<file path="src/verilog/snake_geom_pkg.sv">
`default_nettype none

package snake_geom_pkg;

	// screen coordinate widths, coordinates wrap at these widths
	localparam int x_width = 8;
	localparam int y_width = 7;

	typedef struct packed {
		logic [x_width-1:0] x;
		logic [y_width-1:0] y;
	} point_t;

	localparam int body_length = 5;
	localparam int index_width = 3;

	// index of the last segment, head sits at index 0
	localparam logic [index_width-1:0] tail_index = 3'd4;

	// initial body is a horizontal run from the tail up to the head
	localparam point_t start_head = '{x: 8'd24, y: 7'd20};
	localparam point_t start_tail = '{x: 8'd20, y: 7'd20};

	typedef logic [2:0] colour_t;

	localparam colour_t colour_blank = 3'd0;
	localparam colour_t colour_snake = 3'd2;

endpackage

`default_nettype wire

</file>
<file path="src/verilog/snake_ctrl_pkg.sv">
`default_nettype none

package snake_ctrl_pkg;

	// one-hot headings, bit 0 right, bit 1 down, bit 2 up, bit 3 left
	typedef enum logic [3:0] {
		heading_right = 4'b0001,
		heading_down  = 4'b0010,
		heading_up    = 4'b0100,
		heading_left  = 4'b1000
	} heading_t;

	localparam heading_t heading_reset = heading_right;

	typedef enum logic [2:0] {
		body_init, body_idle, body_turn, body_read,
		body_latch, body_write, body_head, body_ack
	} body_state_t;

	typedef enum logic [3:0] {
		plot_start, plot_init_send, plot_init_release, plot_idle,
		plot_erase_send, plot_erase_release, plot_shift_wait, plot_shift_release,
		plot_head_send, plot_head_release, plot_step_done
	} plot_state_t;

	typedef struct packed {
		snake_geom_pkg::point_t point;
		snake_geom_pkg::colour_t colour;
	} pixel_t;

endpackage

`default_nettype wire

</file>
<file path="src/verilog/body_sequencer.sv">
`timescale 1ns/1ns
`default_nettype none

module body_sequencer (
	input logic clock,
	input logic reset_n,
	input logic shift_req,
	output logic shift_ack,
	input snake_ctrl_pkg::heading_t heading,
	output logic turn_sample,
	output logic body_ready,
	output snake_geom_pkg::point_t head_point,
	output snake_geom_pkg::point_t tail_point
);

	snake_ctrl_pkg::body_state_t state;
	logic [snake_geom_pkg::index_width-1:0] index;
	logic [snake_geom_pkg::x_width-1:0] init_offset;
	snake_geom_pkg::point_t init_point;
	snake_geom_pkg::point_t next_head;
	snake_geom_pkg::point_t hold;
	logic [snake_geom_pkg::index_width-1:0] ram_address;
	logic ram_write_enable;
	snake_geom_pkg::point_t ram_write_data;
	snake_geom_pkg::point_t ram_read_data;

	segment_ram segment_ram_i (
		.clock(clock),
		.address(ram_address),
		.write_enable(ram_write_enable),
		.write_data(ram_write_data),
		.read_data(ram_read_data)
	);

	assign turn_sample = (state == snake_ctrl_pkg::body_turn);
	assign shift_ack = (state == snake_ctrl_pkg::body_ack);
	assign body_ready = (state == snake_ctrl_pkg::body_idle);

	// initial layout, x steps down by one per index
	assign init_offset = {{(snake_geom_pkg::x_width - snake_geom_pkg::index_width){1'b0}}, index};
	assign init_point.x = snake_geom_pkg::start_head.x - init_offset;
	assign init_point.y = snake_geom_pkg::start_head.y;

	always_comb begin
		next_head = head_point;
		case (heading)
			snake_ctrl_pkg::heading_right: next_head.x = head_point.x + 1'b1;
			snake_ctrl_pkg::heading_left: next_head.x = head_point.x - 1'b1;
			snake_ctrl_pkg::heading_down: next_head.y = head_point.y + 1'b1;
			snake_ctrl_pkg::heading_up: next_head.y = head_point.y - 1'b1;
			default: next_head = head_point;
		endcase
	end

	// memory port, read address defaults to the current index
	always_comb begin
		ram_address = index;
		ram_write_enable = 1'b0;
		ram_write_data = hold;
		case (state)
			snake_ctrl_pkg::body_init: begin
				ram_write_enable = 1'b1;
				ram_write_data = init_point;
			end
			snake_ctrl_pkg::body_write: begin
				ram_address = index + 1'b1;
				ram_write_enable = 1'b1;
			end
			snake_ctrl_pkg::body_head: begin
				ram_address = '0;
				ram_write_enable = 1'b1;
				ram_write_data = next_head;
			end
			default: ram_write_enable = 1'b0;
		endcase
	end

	always_ff @(posedge clock) begin
		if (!reset_n) begin
			state <= snake_ctrl_pkg::body_init;
			index <= '0;
		end else begin
			case (state)
				snake_ctrl_pkg::body_init: begin
					if (index == snake_geom_pkg::tail_index) begin
						state <= snake_ctrl_pkg::body_idle;
					end else begin
						index <= index + 1'b1;
					end
				end
				snake_ctrl_pkg::body_idle: begin
					if (shift_req) begin
						state <= snake_ctrl_pkg::body_turn;
					end
				end
				snake_ctrl_pkg::body_turn: begin
					// start at the segment in front of the tail
					index <= snake_geom_pkg::tail_index - 1'b1;
					state <= snake_ctrl_pkg::body_read;
				end
				snake_ctrl_pkg::body_read: state <= snake_ctrl_pkg::body_latch;
				snake_ctrl_pkg::body_latch: state <= snake_ctrl_pkg::body_write;
				snake_ctrl_pkg::body_write: begin
					if (index == '0) begin
						state <= snake_ctrl_pkg::body_head;
					end else begin
						index <= index - 1'b1;
						state <= snake_ctrl_pkg::body_read;
					end
				end
				snake_ctrl_pkg::body_head: state <= snake_ctrl_pkg::body_ack;
				snake_ctrl_pkg::body_ack: begin
					if (!shift_req) begin
						state <= snake_ctrl_pkg::body_idle;
					end
				end
				default: state <= snake_ctrl_pkg::body_init;
			endcase
		end
	end

	// head and tail copies, valid while body_ready is high
	always_ff @(posedge clock) begin
		if (state == snake_ctrl_pkg::body_init && index == snake_geom_pkg::tail_index) begin
			head_point <= snake_geom_pkg::start_head;
			tail_point <= snake_geom_pkg::start_tail;
		end
		if (state == snake_ctrl_pkg::body_latch) begin
			hold <= ram_read_data;
			// segment moving into the tail slot
			if (index == snake_geom_pkg::tail_index - 1'b1) begin
				tail_point <= ram_read_data;
			end
		end
		if (state == snake_ctrl_pkg::body_head) begin
			head_point <= next_head;
		end
	end

endmodule

`default_nettype wire

</file>
<file path="src/verilog/heading_control.sv">
`timescale 1ns/1ns
`default_nettype none

module heading_control (
	input logic clock,
	input logic reset_n,
	input snake_ctrl_pkg::heading_t turn,
	input logic turn_sample,
	output snake_ctrl_pkg::heading_t heading
);

	logic moving_horizontal;
	logic turn_vertical;
	logic turn_horizontal;
	logic turn_allowed;

	assign moving_horizontal = (heading == snake_ctrl_pkg::heading_right) ||
		(heading == snake_ctrl_pkg::heading_left);

	// non one-hot codes match neither group
	assign turn_vertical = (turn == snake_ctrl_pkg::heading_up) ||
		(turn == snake_ctrl_pkg::heading_down);
	assign turn_horizontal = (turn == snake_ctrl_pkg::heading_right) ||
		(turn == snake_ctrl_pkg::heading_left);

	// only a right angle turn is taken
	assign turn_allowed = moving_horizontal ? turn_vertical : turn_horizontal;

	always_ff @(posedge clock) begin
		if (!reset_n) begin
			heading <= snake_ctrl_pkg::heading_reset;
		end else if (turn_sample && turn_allowed) begin
			heading <= turn;
		end
	end

endmodule

`default_nettype wire

</file>
<file path="src/verilog/plot_sequencer.sv">
`timescale 1ns/1ns
`default_nettype none

module plot_sequencer (
	input logic clock,
	input logic reset_n,
	input logic step_req,
	output logic step_ack,
	input logic body_ready,
	input snake_geom_pkg::point_t head_point,
	input snake_geom_pkg::point_t tail_point,
	output logic shift_req,
	input logic shift_ack,
	output snake_ctrl_pkg::pixel_t pixel,
	output logic pixel_req,
	input logic pixel_ack
);

	snake_ctrl_pkg::plot_state_t state;
	snake_ctrl_pkg::plot_state_t next_state;
	logic [snake_geom_pkg::index_width-1:0] x_offset;
	snake_geom_pkg::point_t init_point;

	assign pixel_req = (state == snake_ctrl_pkg::plot_init_send) ||
		(state == snake_ctrl_pkg::plot_erase_send) ||
		(state == snake_ctrl_pkg::plot_head_send);
	assign shift_req = (state == snake_ctrl_pkg::plot_shift_wait);
	assign step_ack = (state == snake_ctrl_pkg::plot_step_done);

	// initial drawing walks from the tail toward the head
	assign init_point.x = tail_point.x +
		{{(snake_geom_pkg::x_width - snake_geom_pkg::index_width){1'b0}}, x_offset};
	assign init_point.y = tail_point.y;

	always_comb begin
		next_state = state;
		case (state)
			snake_ctrl_pkg::plot_start:
				if (body_ready) next_state = snake_ctrl_pkg::plot_init_send;
			snake_ctrl_pkg::plot_init_send:
				if (pixel_ack) next_state = snake_ctrl_pkg::plot_init_release;
			snake_ctrl_pkg::plot_init_release:
				// last initial pixel is the head
				if (!pixel_ack) next_state = (pixel.point == head_point) ?
					snake_ctrl_pkg::plot_idle : snake_ctrl_pkg::plot_init_send;
			snake_ctrl_pkg::plot_idle:
				if (step_req) next_state = snake_ctrl_pkg::plot_erase_send;
			snake_ctrl_pkg::plot_erase_send:
				if (pixel_ack) next_state = snake_ctrl_pkg::plot_erase_release;
			snake_ctrl_pkg::plot_erase_release:
				if (!pixel_ack) next_state = snake_ctrl_pkg::plot_shift_wait;
			snake_ctrl_pkg::plot_shift_wait:
				if (shift_ack) next_state = snake_ctrl_pkg::plot_shift_release;
			snake_ctrl_pkg::plot_shift_release:
				if (!shift_ack) next_state = snake_ctrl_pkg::plot_head_send;
			snake_ctrl_pkg::plot_head_send:
				if (pixel_ack) next_state = snake_ctrl_pkg::plot_head_release;
			snake_ctrl_pkg::plot_head_release:
				if (!pixel_ack) next_state = snake_ctrl_pkg::plot_step_done;
			snake_ctrl_pkg::plot_step_done:
				if (!step_req) next_state = snake_ctrl_pkg::plot_idle;
			default: next_state = snake_ctrl_pkg::plot_start;
		endcase
	end

	always_ff @(posedge clock) begin
		if (!reset_n) begin
			state <= snake_ctrl_pkg::plot_start;
			x_offset <= '0;
		end else begin
			state <= next_state;
			if (state == snake_ctrl_pkg::plot_init_send && pixel_ack) begin
				x_offset <= x_offset + 1'b1;
			end
		end
	end

	// pixel loads on entry to a send state and holds until the ack
	always_ff @(posedge clock) begin
		if (next_state != state) begin
			case (next_state)
				snake_ctrl_pkg::plot_init_send:
					pixel <= '{point: init_point, colour: snake_geom_pkg::colour_snake};
				snake_ctrl_pkg::plot_erase_send:
					pixel <= '{point: tail_point, colour: snake_geom_pkg::colour_blank};
				snake_ctrl_pkg::plot_head_send:
					pixel <= '{point: head_point, colour: snake_geom_pkg::colour_snake};
				default: pixel <= pixel;
			endcase
		end
	end

endmodule

`default_nettype wire

</file>
<file path="src/verilog/segment_ram.sv">
`timescale 1ns/1ns
`default_nettype none

module segment_ram (
	input logic clock,
	input logic [snake_geom_pkg::index_width-1:0] address,
	input logic write_enable,
	input snake_geom_pkg::point_t write_data,
	output snake_geom_pkg::point_t read_data
);

	// one point per body segment
	snake_geom_pkg::point_t mem [snake_geom_pkg::body_length];

	always_ff @(posedge clock) begin
		if (write_enable) begin
			mem[address] <= write_data;
		end
		// registered read, old contents on a write cycle
		read_data <= mem[address];
	end

endmodule

`default_nettype wire

</file>
<file path="src/verilog/snake_top.sv">
`timescale 1ns/1ns
`default_nettype none

module snake_top (
	input logic clock,
	input logic reset_n,
	input logic step_req,
	output logic step_ack,
	input snake_ctrl_pkg::heading_t turn,
	output snake_ctrl_pkg::heading_t heading,
	output snake_ctrl_pkg::pixel_t pixel,
	output logic pixel_req,
	input logic pixel_ack
);

	logic turn_sample;
	logic body_ready;
	logic shift_req;
	logic shift_ack;
	snake_geom_pkg::point_t head_point;
	snake_geom_pkg::point_t tail_point;

	heading_control heading_control_i (
		.clock(clock),
		.reset_n(reset_n),
		.turn(turn),
		.turn_sample(turn_sample),
		.heading(heading)
	);

	body_sequencer body_sequencer_i (
		.clock(clock),
		.reset_n(reset_n),
		.shift_req(shift_req),
		.shift_ack(shift_ack),
		.heading(heading),
		.turn_sample(turn_sample),
		.body_ready(body_ready),
		.head_point(head_point),
		.tail_point(tail_point)
	);

	plot_sequencer plot_sequencer_i (
		.clock(clock),
		.reset_n(reset_n),
		.step_req(step_req),
		.step_ack(step_ack),
		.body_ready(body_ready),
		.head_point(head_point),
		.tail_point(tail_point),
		.shift_req(shift_req),
		.shift_ack(shift_ack),
		.pixel(pixel),
		.pixel_req(pixel_req),
		.pixel_ack(pixel_ack)
	);

endmodule

`default_nettype wire
</file>
<file path="config.mk">
export PLATFORM = sky130hd
export DESIGN_NAME = snake_top
export DESIGN_NICKNAME = d
export VERILOG_FILES = /design/src/verilog/snake_geom_pkg.sv /design/src/verilog/snake_ctrl_pkg.sv /design/src/verilog/body_sequencer.sv /design/src/verilog/heading_control.sv /design/src/verilog/plot_sequencer.sv /design/src/verilog/segment_ram.sv /design/src/verilog/snake_top.sv
export SDC_FILE = /design/constraint.sdc
export NUM_CORES = 1
export LEC_CHECK = 0
export ABC_AREA = 1
export BUFFER_PORTS_ARGS = -buffer_cell sky130_fd_sc_hd__buf_2
export CAP_MARGIN = 20
export CORE_MARGIN = 4
export CORE_UTILIZATION = 35
export DETAILED_ROUTE_END_ITERATION = 7
export GPL_TIMING_DRIVEN = 0
export SYNTH_ARGS = -nofsm -noshare
export SYNTH_HDL_FRONTEND = slang
export SYNTH_SLANG_ARGS = --single-unit
</file>
<file path="constraint.sdc">
create_clock -name clock -period 2.85 [get_ports clock]
set_input_delay 0.57 -clock clock [delete_from_list [all_inputs] [get_ports clock]]
set_output_delay 0.57 -clock clock [all_outputs]
set_load 0.05 [all_outputs]
</file>
# Word level (Yosys, flattened, before mapping)
# Memories as Yosys holds them, arrays and structs flattened. A register that Yosys moved wholly into a read port is not among the register bits.
# Cells that the tools add are included.
# op_classes
reduce_logical	18
n_eq_ne	37
n_addsub	9
n_mux	35
# ops
cell	n
15-bit 2-to-1 mux	5
18-bit case mux with 3 select lines	1
4-bit 2-to-1 mux	11
4-bit case mux with 11 select lines	1
15-bit case mux with 2 select lines	1
4-bit by 3-bit equality test with 1-bit output (second input constant)	7
4-bit equality test (second input constant)	6
3-bit case mux with 8 select lines	1
3-bit 2-to-1 mux	6
4-bit by 1-bit equality test with 1-bit output (second input constant)	4
4-bit by 2-bit equality test with 1-bit output (second input constant)	4
8-bit case mux with 2 select lines	1
15-bit equality test	1
3-bit equality test (second input constant)	5
7-bit case mux with 2 select lines	1
3-bit by 2-bit equality test with 1-bit output (second input constant)	3
3-bit case mux with 3 select lines	1
8-bit by 1-bit adder with 8-bit output (second input constant)	1
8-bit by 3-bit adder with 8-bit output	1
8-bit by 1-bit subtractor with 8-bit output (second input constant)	1
7-bit by 1-bit adder with 7-bit output (second input constant)	1
7-bit by 1-bit subtractor with 7-bit output (second input constant)	1
3-bit by 1-bit adder with 3-bit output (second input constant)	2
3-bit logical NOT	2
17 further kinds	31
# totals
ff_bits	80
ramBits	75
n_memories	1
out_inout_bits	24
elab_cells	114
# mem_list
name	depth	width	read_ports	rd_ports_with_merged_regs	write_ports	line_no	rtl
body_sequencer_i.segment_ram_i.mem	5	15	1	1	1	segment_ram.sv:13	snake_geom_pkg::point_t mem [snake_geom_pkg::body_length];

# Logic depth before layout (Yosys ltp)
# Gate-level depths: netlist (run 1).
# logic_depth
ltp_word	7
depth_mapped	14

# Modules after synthesis
# A second synthesis (run 1) with hierarchy kept.
# unflattened
cells_unflattened	1003
area_unflattened_um2	8769.7
# modules_own_cells
module	cells_per_inst	instances	area_each_um2
segment_ram	292	1	3584.7
body_sequencer	393	1	2941.6
plot_sequencer	270	1	1931.9
heading_control	48	1	311.5

# Worst setup path after synthesis (run 1)
# Ideal clock, no wire load.
# synth_path
path_kind	reg-to-reg
start	register plot_sequencer_i.state[3]
end	register, netlist name plot_sequencer_i.pixel[10]
n_path_buf	0
arrival_time_ps	2701
path_slack_ps	-245
path_stages_with_launch	11
setup_time_ps	394
cell_sequence	dfxtp_1 inv_1 nor2_1 inv_1 nor2_1 nand2_1 nand3_2 nor2_2 nor2_1 nand3_1 a21oi_1
# synth_between
elab_chain_cells	5
# synth_lines
item	line_no	rtl
start, declared	plot_sequencer.sv:19	snake_ctrl_pkg::plot_state_t state;
start signal, assigned	plot_sequencer.sv:68	state <= snake_ctrl_pkg::plot_start;
start signal, assigned	plot_sequencer.sv:71	state <= next_state;
4-bit equality test (*)	n/a	
named net step_ack	snake_top.sv:8	output logic step_ack,
4-bit case mux with 11 select lines (*)	plot_sequencer.sv:37	case (state)
4-bit by 1-bit equality test with 1-bit output (tied with other cells)	plot_sequencer.sv:81	case (next_state)
3-bit nonzero test (no source line)	n/a	
2-bit AND reduction (no source line) (*)	n/a	
# Mark *: on every way through the listed nets, which the timed path passes. The rest lies on a longest branch.
# A chain may end at the register's enable or synchronous reset.

# Worst setup path after layout (run 1)
# layout_path
start	register body_sequencer_i.state[0]
end	memory body_sequencer_i.segment_ram_i.mem[4][8] (netlist bit), enable pin
# layout_between
elab_chain_cells	5
# layout_lines
item	line_no	rtl
start, declared	body_sequencer.sv:16	snake_ctrl_pkg::body_state_t state;
start signal, assigned	body_sequencer.sv:80	state <= snake_ctrl_pkg::body_init;
start signal, assigned	body_sequencer.sv:86	state <= snake_ctrl_pkg::body_idle;
start signal, assigned	body_sequencer.sv:93	state <= snake_ctrl_pkg::body_turn;
3-bit equality test / 3-bit logical NOT (equally long branches)	body_sequencer.sv:60	case (state)
3-bit OR reduction (no source line)	n/a	
1-bit 2-to-1 mux	body_sequencer.sv:60	
1-bit 2-to-1 mux	segment_ram.sv:16	if (write_enable) begin
1-bit 2-to-1 mux (not written as such)	segment_ram.sv:17	mem[address] <= write_data;
end, declared	segment_ram.sv:13	
# Several ways; a longest one is shown, not always the timed one.

==> metrics.log, run 1 <==
INFO  metric cell_with_the_largest_stage_delay_on_the_worst_path = clkbuf_1
INFO  metric synth_area_leader_cell = edfxtp_1
INFO  metric clock_path_buffers = 2
INFO  metric groute.usage.overall = 14.79%
INFO  metric post-route-drc-count = 0
INFO  metric worst_hold_path_type = input pin to flop
INFO  metric critical_path_arrival = 2.82 ns
INFO  metric slew_worst_pin = 0.6395 ns
INFO  metric synthesis.area_per_instance = 9.448 um2
INFO  metric dr_total_vias = 5,832
INFO  metric detail-route-antenna-nets = 0
INFO  metric power_per_cell_area = 860.4 mW/mm2
INFO  metric clock_sinks = 168
INFO  metric clk_transition_reported_paths = 0.07 ns
INFO  metric max_capacitance_violation_count = 0
INFO  metric grt_pass1_vias = 5,413
INFO  metric seq_area = 0.004574 mm2
INFO  metric endpoint_kind = flop
INFO  metric worst_ep_required_time = 2.98 ns
INFO  metric die_area = 0.02509 mm2
INFO  metric synth_enable_flop_cells = 121
INFO  metric timing.final.hold_violations = 0
INFO  metric peakVddDrop = 407.7 uV
INFO  metric buffer_ports.inserted = 28
INFO  metric yosys_register_bits = 168
INFO  metric fillCellCount = 2,125
INFO  metric pwr-share-clk = 27.2%
INFO  metric cts_max_level = 4
INFO  metric mappedNetlistArea = 0.007918 mm2
INFO  metric post_cts_hold_buffer_count = 0
INFO  metric crit_path_cell_trace = nor2_1 -> nand2_2 -> nand2_2 -> o22ai_4 -> clkbuf_1 -> nand2_1 -> nor2_4 -> buf_8
INFO  metric multi_input_comb_area = 0.002959 mm2
INFO  metric fin_worst_hold_slack = 0.4131 ns
INFO  metric std_cell_rows = 54
INFO  metric p_sw = 2.640 mW
INFO  metric num_io_pins = 32
INFO  metric synth_sequential_area_ratio = 57.77%
INFO  metric final_min_period_over_clock_period = 94.42%
INFO  metric fin_cells = 1,189
INFO  metric cts_inserted_buffers = 17
INFO  metric yosysUniqueCellTypes = 47
INFO  metric drt-vias-per-instance = 4.905
INFO  metric critical_path.startpoint_type = flop
INFO  metric timing_max_transition_violations_final = 0
INFO  metric finalWeightedCongestion = 0.8813
INFO  metric period_needed = 2.691 ns
INFO  metric post-synth-top-count-cell = nand2_1
INFO  metric wirelength = 17,840 um
INFO  metric finalClockSkew = 0.007006 ns
INFO  metric ys_warn_count = 0
INFO  metric power.switching_fraction = 33.51%
INFO  metric outcome = finished, final reports clean
INFO  metric placed_cells = 1,151
INFO  metric timing.critical_path.mode_cell = nand2_2
INFO  metric cts_tree = done
INFO  metric core = 0.02203 mm2
INFO  metric p_leak = 3.697 nW
INFO  metric dp_hpwl = 12,900 um
INFO  metric die_w = 158.4 um
INFO  metric ctsRootBufferMaster = clkbuf_16
INFO  metric drt_iter0_markers = 425
INFO  metric total_power = 7.880 mW
INFO  metric synthArstFlopShare = 0%
INFO  metric synthCells = 838
INFO  metric final_nets = 927
INFO  metric worst-path-max-fanout = 10
INFO  metric comb_power_share = 27.1%
INFO  metric clock_insertion_delay_worst_skew = 0.43 ns
INFO  metric report.final.setup_viol = 0
INFO  metric timing.max_slew.rel_slack = 57.27%
INFO  metric synthTopCellsByArea = edfxtp_1, dfxtp_1, nand2_1
INFO  metric critPathTopFamily = simple AND/OR/NAND/NOR gates
INFO  metric dr.pass1.iters = 5
INFO  metric dominantRegCellSynth = edfxtp_1
INFO  metric antenna_found_initial = 0
INFO  metric critical_path.n_buffers_inverters = 2
INFO  metric sequentialPowerShare = 45.7%
INFO  metric synthToLayoutAreaGrowth = 15.68%
INFO  metric totalNegativeSetupSlack = 0 ns
INFO  metric largest_stage_delay_worst_path = 0.48 ns
INFO  metric insertedDiodeCount = 0
INFO  metric chipHeight = 158.4 um
INFO  metric avgRoutedWirePerCell = 15.01 um
INFO  metric post-synth-top-area-fraction = 45.89%
INFO  metric fraction_of_final_layout_cells_sized_beyond_drive_strength_1 = 13.75%
INFO  metric worstSetupPathType = flop to flop
INFO  metric internal_power = 5.240 mW
INFO  metric start_util = 35.95%
INFO  metric largest_net_degree_at_the_start_of_global_routing = 25
INFO  metric synth_common_cells = nand2_1, edfxtp_1, nor2_1, inv_1, nand3_1
INFO  metric fmax = 0.3716 GHz
INFO  metric grt.overflow.total = 0
INFO  metric wire_length_of_the_first_global_routing_pass = 28,660 um
kinds of logic (layout without fill, tap and decap cells):
logic type,count (synthesis),count (layout),synth area share [%]
simple gates,382,382,21.05
flops,168,168,57.77
compound gates,134,134,9.940
buf+inv,119,189,6.052
fa+ha+maj,23,23,3.919
xor+xnor,11,11,1.217
other cells,1,2,0.04736
timing repair:
item / in CTS / in global routing
pin swaps: 0 / 2
gates resized for setup: 4 / 9
endpoints found under the setup margin: 48 / 51
setup buffers: 0 / 5
metal layers:
layer	track usage [%]	share of wire (%)	vias to the layer above
met5	0	0	-
met4	3.899	1.7	0
met3	3.778	5.6	23
met2	23.83	46	130
met1	19.98	46	2699
li1	-	-	2980
cells in the final DEF (no fill, tap or decap), types with 7 or more instances in the layout:
master     instances
buf_2             39
nand3_1           74
nor2_1            98
xor2_1             7
clkbuf_16         19
nand2_2            8
inv_1             87
edfxtp_1         121
o21ai_0           56
inv_2              7
clkbuf_1          11
ha_1              19
nand2_1          162
a21oi_1           25
nand4_1           12
buf_4              8
o21ai_1           13
dfxtp_1           47
o211ai_1          18
power groups by stage:
stage / combinational, mW / sequential, mW / clock (mW)
6_report: 2.13 / 3.60 / 2.14
5_1_grt: 2.39 / 3.65 / 2.28
4_1_cts: 2.13 / 3.60 / 2.18
3_5_place_dp: 2.09 / 3.65 / 0
3_3_place_gp: 2.00 / 3.65 / 0
2_1_floorplan: 1.38 / 3.62 / 0
worst min-delay path, stage by stage:
cell and delay, ns:
buf_2 0.10, nor2_1 0.05, nor2_1 0.09
stage by stage:
stage	utilization [%]	area, um2	worst slack (ns)
finish	41.58	9159	0.1592
global placement	38.24	8422	-1.110
floorplan	-	7931	0.05307
detailed placement	38.53	8486	-0.1516
global route	41.58	9159	-0.01398
CTS	41.13	9060	0.02785
final cells by class:
type	instances	area share, %
plain buffers	24	1.339
well taps	280	3.825
repair buffers	38	2.637
inverters	95	3.893
clock inverters	11	0.7787
flip-flops and latches	168	49.95
clock buffers	21	5.273
multi-input cells	552	32.31
registers in the layout, indices dropped and copies added, names as in the netlist:
signal / cells
plot_sequencer_i.state: 4
heading_control_i.heading: 4
body_sequencer_i.tail_point: 15
body_sequencer_i.head_point: 15
body_sequencer_i.segment_ram_i.mem: 75
body_sequencer_i.segment_ram_i.read_data: 15
body_sequencer_i.state: 3
plot_sequencer_i.x_offset: 3
plot_sequencer_i.pixel: 16
body_sequencer_i.index: 3
body_sequencer_i.hold: 15
path summary, 6_finish.rpt:
check                                                       endpoint  cells past startpoint                                                start  slack (ns)
hold / removal             heading_control_i.heading[3]$_SDFFE_PN0P_                      3                                              turn[3]        0.41
hold reg to reg                   body_sequencer_i.hold[5]$_DFFE_PN_                      0  body_sequencer_i.segment_ram_i.read_data[5]$_DFF_P_        0.43
setup / recovery  body_sequencer_i.segment_ram_i.mem[4][8]$_DFFE_PP_                      8               body_sequencer_i.state[0]$_SDFFE_PN0P_        0.16
setup reg to reg  body_sequencer_i.segment_ram_i.mem[4][8]$_DFFE_PP_                      8               body_sequencer_i.state[0]$_SDFFE_PN0P_        0.16
Power figures use the tool's default switching activity.
==> inputs of run 2 (changes only) <==
CORE_UTILIZATION = 40   (was 35)
==> metrics.log, run 2 (synthesized netlist as in run 1, its figures left out) <==
INFO  metric dr_total_vias = 5,759 (was 5,832)
INFO  metric ctsRootBufferMaster = clkbuf_16 (unchanged)
INFO  metric total_power = 8.088 mW (was 7.880 mW)
INFO  metric drt_iter0_markers = 352 (was 425)
INFO  metric wire_length_of_the_first_global_routing_pass = 28,360 um (was 28,660 um)
INFO  metric worst_ep_required_time = 2.99 ns (was 2.98 ns)
INFO  metric regMostFlops = body_sequencer_i.segment_ram_i.mem (unchanged)
INFO  metric route.layer.met1.wl = 8700 um (was 8287 um)
INFO  metric layout.cells.most_common_list = nand2_1, edfxtp_1, nor2_1 (unchanged)
INFO  metric critical_path_arrival = 2.80 ns (was 2.82 ns)
INFO  metric totalNegativeSetupSlack = 0 ns (unchanged)
INFO  metric core = 0.01946 mm2 (was 0.02203 mm2)
INFO  metric report.final.setup_viol = 0 (unchanged)
INFO  metric rsz0062_at_grt = true
INFO  metric largest_registers = body_sequencer_i.segment_ram_i.mem x75, plot_sequencer_i.pixel x16 (unchanged)
INFO  metric clock_insertion_delay_worst_skew = 0.43 ns (about the same)
INFO  metric finalClockSkew = 0.01650 ns (was 0.007006 ns)
INFO  metric chipHeight = 148.7 um (was 158.4 um)
INFO  metric fillCellCount = 1,862 (was 2,125)
INFO  metric groute.usage.overall = 16.48% (was 14.79%)
INFO  metric detail-route-antenna-nets = 0 (unchanged)
INFO  metric slew_worst_pin = 0.6205 ns (was 0.6395 ns)
INFO  metric cts_max_level = 4 (unchanged)
INFO  metric placed_cells = 1,137 (was 1,151)
INFO  metric largest_net_degree_at_the_start_of_global_routing = 25 (unchanged)
INFO  metric fraction_of_final_layout_cells_sized_beyond_drive_strength_1 = 13.52% (was 13.75%)
INFO  metric fin_ws = 0.1847 ns (was 0.1592 ns)
INFO  metric multi_input_comb_area = 0.002940 mm2 (was 0.002959 mm2)
INFO  metric drt-vias-per-instance = 4.901 (was 4.905)
INFO  metric clock_sinks = 168 (unchanged)
INFO  metric endpoint_kind = flop (unchanged)
INFO  metric post-route-drc-count = 0 (unchanged)
INFO  metric fin_cells = 1,175 (was 1,189)
INFO  metric die_area = 0.02211 mm2 (was 0.02509 mm2)
INFO  metric worstSetupPathType = flop to flop (unchanged)
INFO  metric final_nets = 928 (was 927)
INFO  metric antenna_found_initial = 0 (unchanged)
INFO  metric wl_met2 = 8185 um (was 8263 um)
INFO  metric period_needed = 2.665 ns (was 2.691 ns)
INFO  metric grt.overflow.total = 0 (unchanged)
INFO  metric critical_path.startpoint_type = flop (unchanged)
INFO  metric final_core_util = 47.18% (was 41.58%)
INFO  metric worst_hold_path_type = input pin to flop (unchanged)
INFO  metric detailedPlace.worstSlack = -0.1038 ns (was -0.1516 ns)
INFO  metric post_cts_hold_buffer_count = 0 (unchanged)
INFO  metric fmax = 0.3752 GHz (was 0.3716 GHz)
INFO  metric worst-path-max-fanout = 6 (was 10)
INFO  metric clock_path_buffers = 2 (unchanged)
INFO  metric start_util = 40.68% (was 35.95%)
INFO  metric p_leak = 3.736 nW (was 3.697 nW)
INFO  metric flip_flop_count_of_the_largest_register_after_layout = 75 (unchanged)
INFO  metric dp_hpwl = 12,960 um (was 12,900 um)
INFO  metric fin_worst_hold_slack = 0.4025 ns (was 0.4131 ns)
INFO  metric num_io_pins = 32 (unchanged)
INFO  metric buffer_ports.inserted = 28 (unchanged)
INFO  metric insertedDiodeCount = 0 (unchanged)
INFO  metric final_min_period_over_clock_period = 93.52% (was 94.42%)
INFO  metric peakVddDrop = 312.2 uV (was 407.7 uV)
INFO  metric avgRoutedWirePerCell = 15.06 um (was 15.01 um)
INFO  metric die_w = 148.7 um (was 158.4 um)
INFO  metric layout.cells.most_common = nand2_1 (unchanged)
INFO  metric timing.critical_path.from = heading_control_i.heading[1]$_SDFFE_PN0P_ (was body_sequencer_i.state[0]$_SDFFE_PN0P_)
INFO  metric wirelength = 17,700 um (was 17,840 um)
INFO  metric wl_met3 = 605 um (was 996 um)
INFO  metric synthToLayoutAreaGrowth = 15.98% (was 15.68%)
INFO  metric clk_transition_reported_paths = 0.07 ns (about the same)
INFO  metric timing.final.hold_violations = 0 (unchanged)
INFO  metric dr.pass1.iters = 5 (unchanged)
INFO  metric grt_pass1_vias = 5,252 (was 5,413)
INFO  metric placement.cell_area = 0.008478 mm2 (was 0.008486 mm2)
INFO  metric max_capacitance_violation_count = 0 (unchanged)
INFO  metric std_cell_rows = 51 (was 54)
INFO  metric seq_area = 0.004574 mm2 (unchanged)
INFO  metric finish.instance_area = 0.009183 mm2 (was 0.009159 mm2)
INFO  metric timing.max_slew.rel_slack = 58.53% (was 57.27%)
INFO  metric highest-signal-layer = met4 (unchanged)
INFO  metric cts_inserted_buffers = 17 (unchanged)
INFO  metric outcome = finished, final reports clean (unchanged)
INFO  metric cts_tree = done (unchanged)
INFO  metric finalWeightedCongestion = 0.8897 (was 0.8813)
INFO  metric timing_max_transition_violations_final = 0 (unchanged)
INFO  metric worstHoldStart = turn[3] (unchanged)
INFO  metric critical_path.reg2reg.startpoint = heading_control_i.heading[1]$_SDFFE_PN0P_ (was body_sequencer_i.state[0]$_SDFFE_PN0P_)
INFO  metric power_per_cell_area = 880.8 mW/mm2 (was 860.4 mW/mm2)
## run 2: what timing repair did
item | in CTS | in global routing
setup endpoints to repair | 40 | 69
cloned | 0 | 0
buffers inserted | 0 | 5
hold endpoints to repair | 0 | 0
resized for setup | 3 | 9
pin swaps | 0 | 2
## run 2: cell type report
cell class                      count  share of cell area [%]
Multi-Input combinational cell    552                   32.02
Inverter                           95                   3.883
Clock buffer                       18                   4.674
Timing Repair Buffer               39                   2.752
Sequential cell                   168                   49.82
Tap cell                          265                   3.611
Clock inverter                     14                   1.867
Buffer                             24                   1.376
## run 2: worst paths after layout
check	cells after the start	slack [ns]	endpoint
worst min register to register	0	0.43	body_sequencer_i.hold[6]$_DFFE_PN_
worst max register to register	14	0.18	body_sequencer_i.segment_ram_i.mem[0][14]$_DFFE_PP_
worst max-delay path	14	0.18	body_sequencer_i.segment_ram_i.mem[0][14]$_DFFE_PP_
worst min-delay path	3	0.40	heading_control_i.heading[3]$_SDFFE_PN0P_
## run 2: routing by layer
layer | global-route usage (%) | up-vias
li1 | - | 2970
met4 | 5.127 | 0
met5 | 0 | -
met2 | 26.05 | 111
met1 | 23.38 | 2659
met3 | 2.712 | 19
## run 2: critical path: stages, from the launching register on
cell and delay (ns):
dfxtp_1 0.32, inv_1 0.09, nand2_1 0.14, nor3_4 0.34, buf_4 0.19, ha_1 0.23
nand3_1 0.08, nand2_1 0.11, nand4_1 0.09, nand3_1 0.08, nand2_1 0.06, o21ai_0 0.10
or2_2 0.29, nand3_1 0.11, nand2_1 0.16
## run 2: power by group
group          leakage (nW)  switching, mW  total, mW  internal, mW
Clock                 0.291          0.963       2.35          1.39
Combinational          1.97           1.48       2.14         0.662
Sequential             1.47          0.225       3.60          3.37
Total                  3.74           2.67       8.09          5.42
==> inputs of run 3 (changes only) <==
CTS_BUF_LIST = sky130_fd_sc_hd__clkbuf_16   (was default)
==> metrics.log, run 3 (synthesized netlist as in run 1, its figures left out) <==
INFO  metric outcome = finished, final reports clean (unchanged)
INFO  metric finalWeightedCongestion = 0.8897 (unchanged)
INFO  metric synthToLayoutAreaGrowth = 15.98% (unchanged)
INFO  metric critical_path.startpoint_type = flop (unchanged)
INFO  metric grt.overflow.total = 0 (unchanged)
INFO  metric post_cts_hold_buffer_count = 0 (unchanged)
INFO  metric dr.pass1.iters = 5 (unchanged)
INFO  metric finalClockSkew = 0.01650 ns (unchanged)
INFO  metric core = 0.01946 mm2 (unchanged)
INFO  metric report.final.setup_viol = 0 (unchanged)
INFO  metric antenna_found_initial = 0 (unchanged)
INFO  metric dr_total_vias = 5,758 (was 5,759)
INFO  metric timing_max_transition_violations_final = 0 (unchanged)
INFO  metric fraction_of_final_layout_cells_sized_beyond_drive_strength_1 = 13.52% (unchanged)
INFO  metric slew_worst_pin = 0.6205 ns (unchanged)
INFO  metric cts_max_level = 4 (unchanged)
INFO  metric layout.cells.most_common_list = nand2_1, edfxtp_1, nor2_1 (unchanged)
INFO  metric fmax = 0.3752 GHz (about the same)
INFO  metric power_per_cell_area = 880.3 mW/mm2 (was 880.8 mW/mm2)
INFO  metric chipHeight = 148.7 um (unchanged)
INFO  metric cts_inserted_buffers = 17 (unchanged)
INFO  metric final_nets = 928 (unchanged)
INFO  metric critical_path_arrival = 2.80 ns (about the same)
INFO  metric cts_tree = done (unchanged)
INFO  metric start_util = 40.68% (unchanged)
INFO  metric largest_registers = body_sequencer_i.segment_ram_i.mem x75, plot_sequencer_i.pixel x16 (unchanged)
INFO  metric largest_net_degree_at_the_start_of_global_routing = 25 (unchanged)
INFO  metric wire_length_of_the_first_global_routing_pass = 28,360 um (unchanged)
INFO  metric worst_hold_path_type = input pin to flop (unchanged)
INFO  metric rsz0062_at_grt = true (unchanged)
INFO  metric groute.usage.overall = 16.48% (unchanged)
INFO  metric clk_transition_reported_paths = 0.07 ns (about the same)
INFO  metric layout.cells.most_common = nand2_1 (unchanged)
INFO  metric p_leak = 3.740 nW (was 3.736 nW)
INFO  metric grt_pass1_vias = 5,252 (unchanged)
INFO  metric std_cell_rows = 51 (unchanged)
INFO  metric die_w = 148.7 um (unchanged)
INFO  metric total_power = 8.084 mW (was 8.088 mW)
INFO  metric drt_iter0_markers = 352 (unchanged)
INFO  metric drt-vias-per-instance = 4.900 (was 4.901)
INFO  metric wirelength = 17,690 um (was 17,700 um)
INFO  metric ctsRootBufferMaster = clkbuf_16 (unchanged)
INFO  metric detail-route-antenna-nets = 0 (unchanged)
INFO  metric endpoint_kind = flop (unchanged)
INFO  metric finish.instance_area = 0.009183 mm2 (unchanged)
INFO  metric flip_flop_count_of_the_largest_register_after_layout = 75 (unchanged)
INFO  metric worstSetupPathType = flop to flop (unchanged)
INFO  metric clock_sinks = 168 (unchanged)
INFO  metric dp_hpwl = 12,960 um (unchanged)
INFO  metric die_area = 0.02211 mm2 (unchanged)
INFO  metric insertedDiodeCount = 0 (unchanged)
INFO  metric worst-path-max-fanout = 6 (unchanged)
INFO  metric clock_path_buffers = 2 (unchanged)
INFO  metric worst_ep_required_time = 2.99 ns (about the same)
INFO  metric placement.cell_area = 0.008478 mm2 (unchanged)
INFO  metric timing.max_slew.rel_slack = 58.53% (unchanged)
INFO  metric period_needed = 2.665 ns (about the same)
INFO  metric final_min_period_over_clock_period = 93.52% (about the same)
INFO  metric peakVddDrop = 312.2 uV (about the same)
INFO  metric buffer_ports.inserted = 28 (unchanged)
INFO  metric avgRoutedWirePerCell = 15.06 um (about the same)
INFO  metric final_core_util = 47.18% (unchanged)
INFO  metric post-route-drc-count = 0 (unchanged)
INFO  metric clock_insertion_delay_worst_skew = 0.43 ns (about the same)
INFO  metric regMostFlops = body_sequencer_i.segment_ram_i.mem (unchanged)
INFO  metric max_capacitance_violation_count = 0 (unchanged)
INFO  metric num_io_pins = 32 (unchanged)
INFO  metric timing.final.hold_violations = 0 (unchanged)
## run 3: cell count changes in the layout (fill, tap and decap cells not counted)
cell,before,now
clkbuf_1,9,8
inv_1,87,88
## run 3: worst paths after layout
| kind | startpoint | end | slack, ns | cells after the start |
|---|---|---|---|---|
| worst max-delay path | heading_control_i.heading[1]$_SDFFE_PN0P_ | body_sequencer_i.segment_ram_i.mem[0][14]$_DFFE_PP_ | 0.18 | 14 |
| worst max register to register | heading_control_i.heading[1]$_SDFFE_PN0P_ | body_sequencer_i.segment_ram_i.mem[0][14]$_DFFE_PP_ | 0.18 | 14 |
| worst min-delay path | turn[3] | heading_control_i.heading[3]$_SDFFE_PN0P_ | 0.40 | 3 |
| worst min register to register | body_sequencer_i.segment_ram_i.read_data[6]$_DFF_P_ | body_sequencer_i.hold[6]$_DFFE_PN_ | 0.43 | 0 |
## run 3: routing by layer
metal | GRT usage (%) | vias to the layer above | wire length [um]
met5 | 0 | - | 0
met2 | 26.05 | 110 | 8183
li1 | - | 2970 | -
met4 | 5.127 | 0 | 204
met3 | 2.712 | 19 | 605
met1 | 23.38 | 2659 | 8697
## run 3: report_power, final
group	internal [mW]	total (mW)	switching, mW
Clock	1.38	2.35	0.964
Sequential	3.37	3.60	0.225
Combinational	0.662	2.14	1.48
Total	5.42	8.08	2.66
## run 3: cell type report
cell class / count / area [um2]
multi-input cells: 552 / 2940
plain buffers: 24 / 126.4
clock buffers: 17 / 425.4
clock inverters: 15 / 175.2
inverters: 95 / 356.6
repair buffers: 39 / 252.7
well taps: 265 / 331.6
flip-flops and latches: 168 / 4574
fillers: 1862 / 10280
## run 3: worst max-delay path, cell delays in order (launching register included)
cell and delay, ns:
dfxtp_1 0.32, inv_1 0.09, nand2_1 0.14, nor3_4 0.34, buf_4 0.19, ha_1 0.23
nand3_1 0.08, nand2_1 0.11, nand4_1 0.09, nand3_1 0.08, nand2_1 0.06, o21ai_0 0.10
or2_2 0.29, nand3_1 0.11, nand2_1 0.16
## run 3: timing repair
item                                    4_1_cts  5_1_grt
pin swaps                                     0        2
endpoints found under the setup margin       40       69
buffers inserted                              0        5
gates resized for setup                       3        9
## run 3: per-stage QoR
step,std cells,setup TNS [ns],hold WS [ns],worst slack [ns]
2_1_floorplan,839,0,0.4086,0.05307
3_3_place_gp,1132,-54.98,0.4133,-1.063
3_5_place_dp,1137,-3.028,0.4177,-0.1038
4_1_cts,1169,0,0.3884,0.05064
5_1_grt,1175,-0.1636,0.4372,-0.02735
6_report,1175,0,0.4024,0.1846
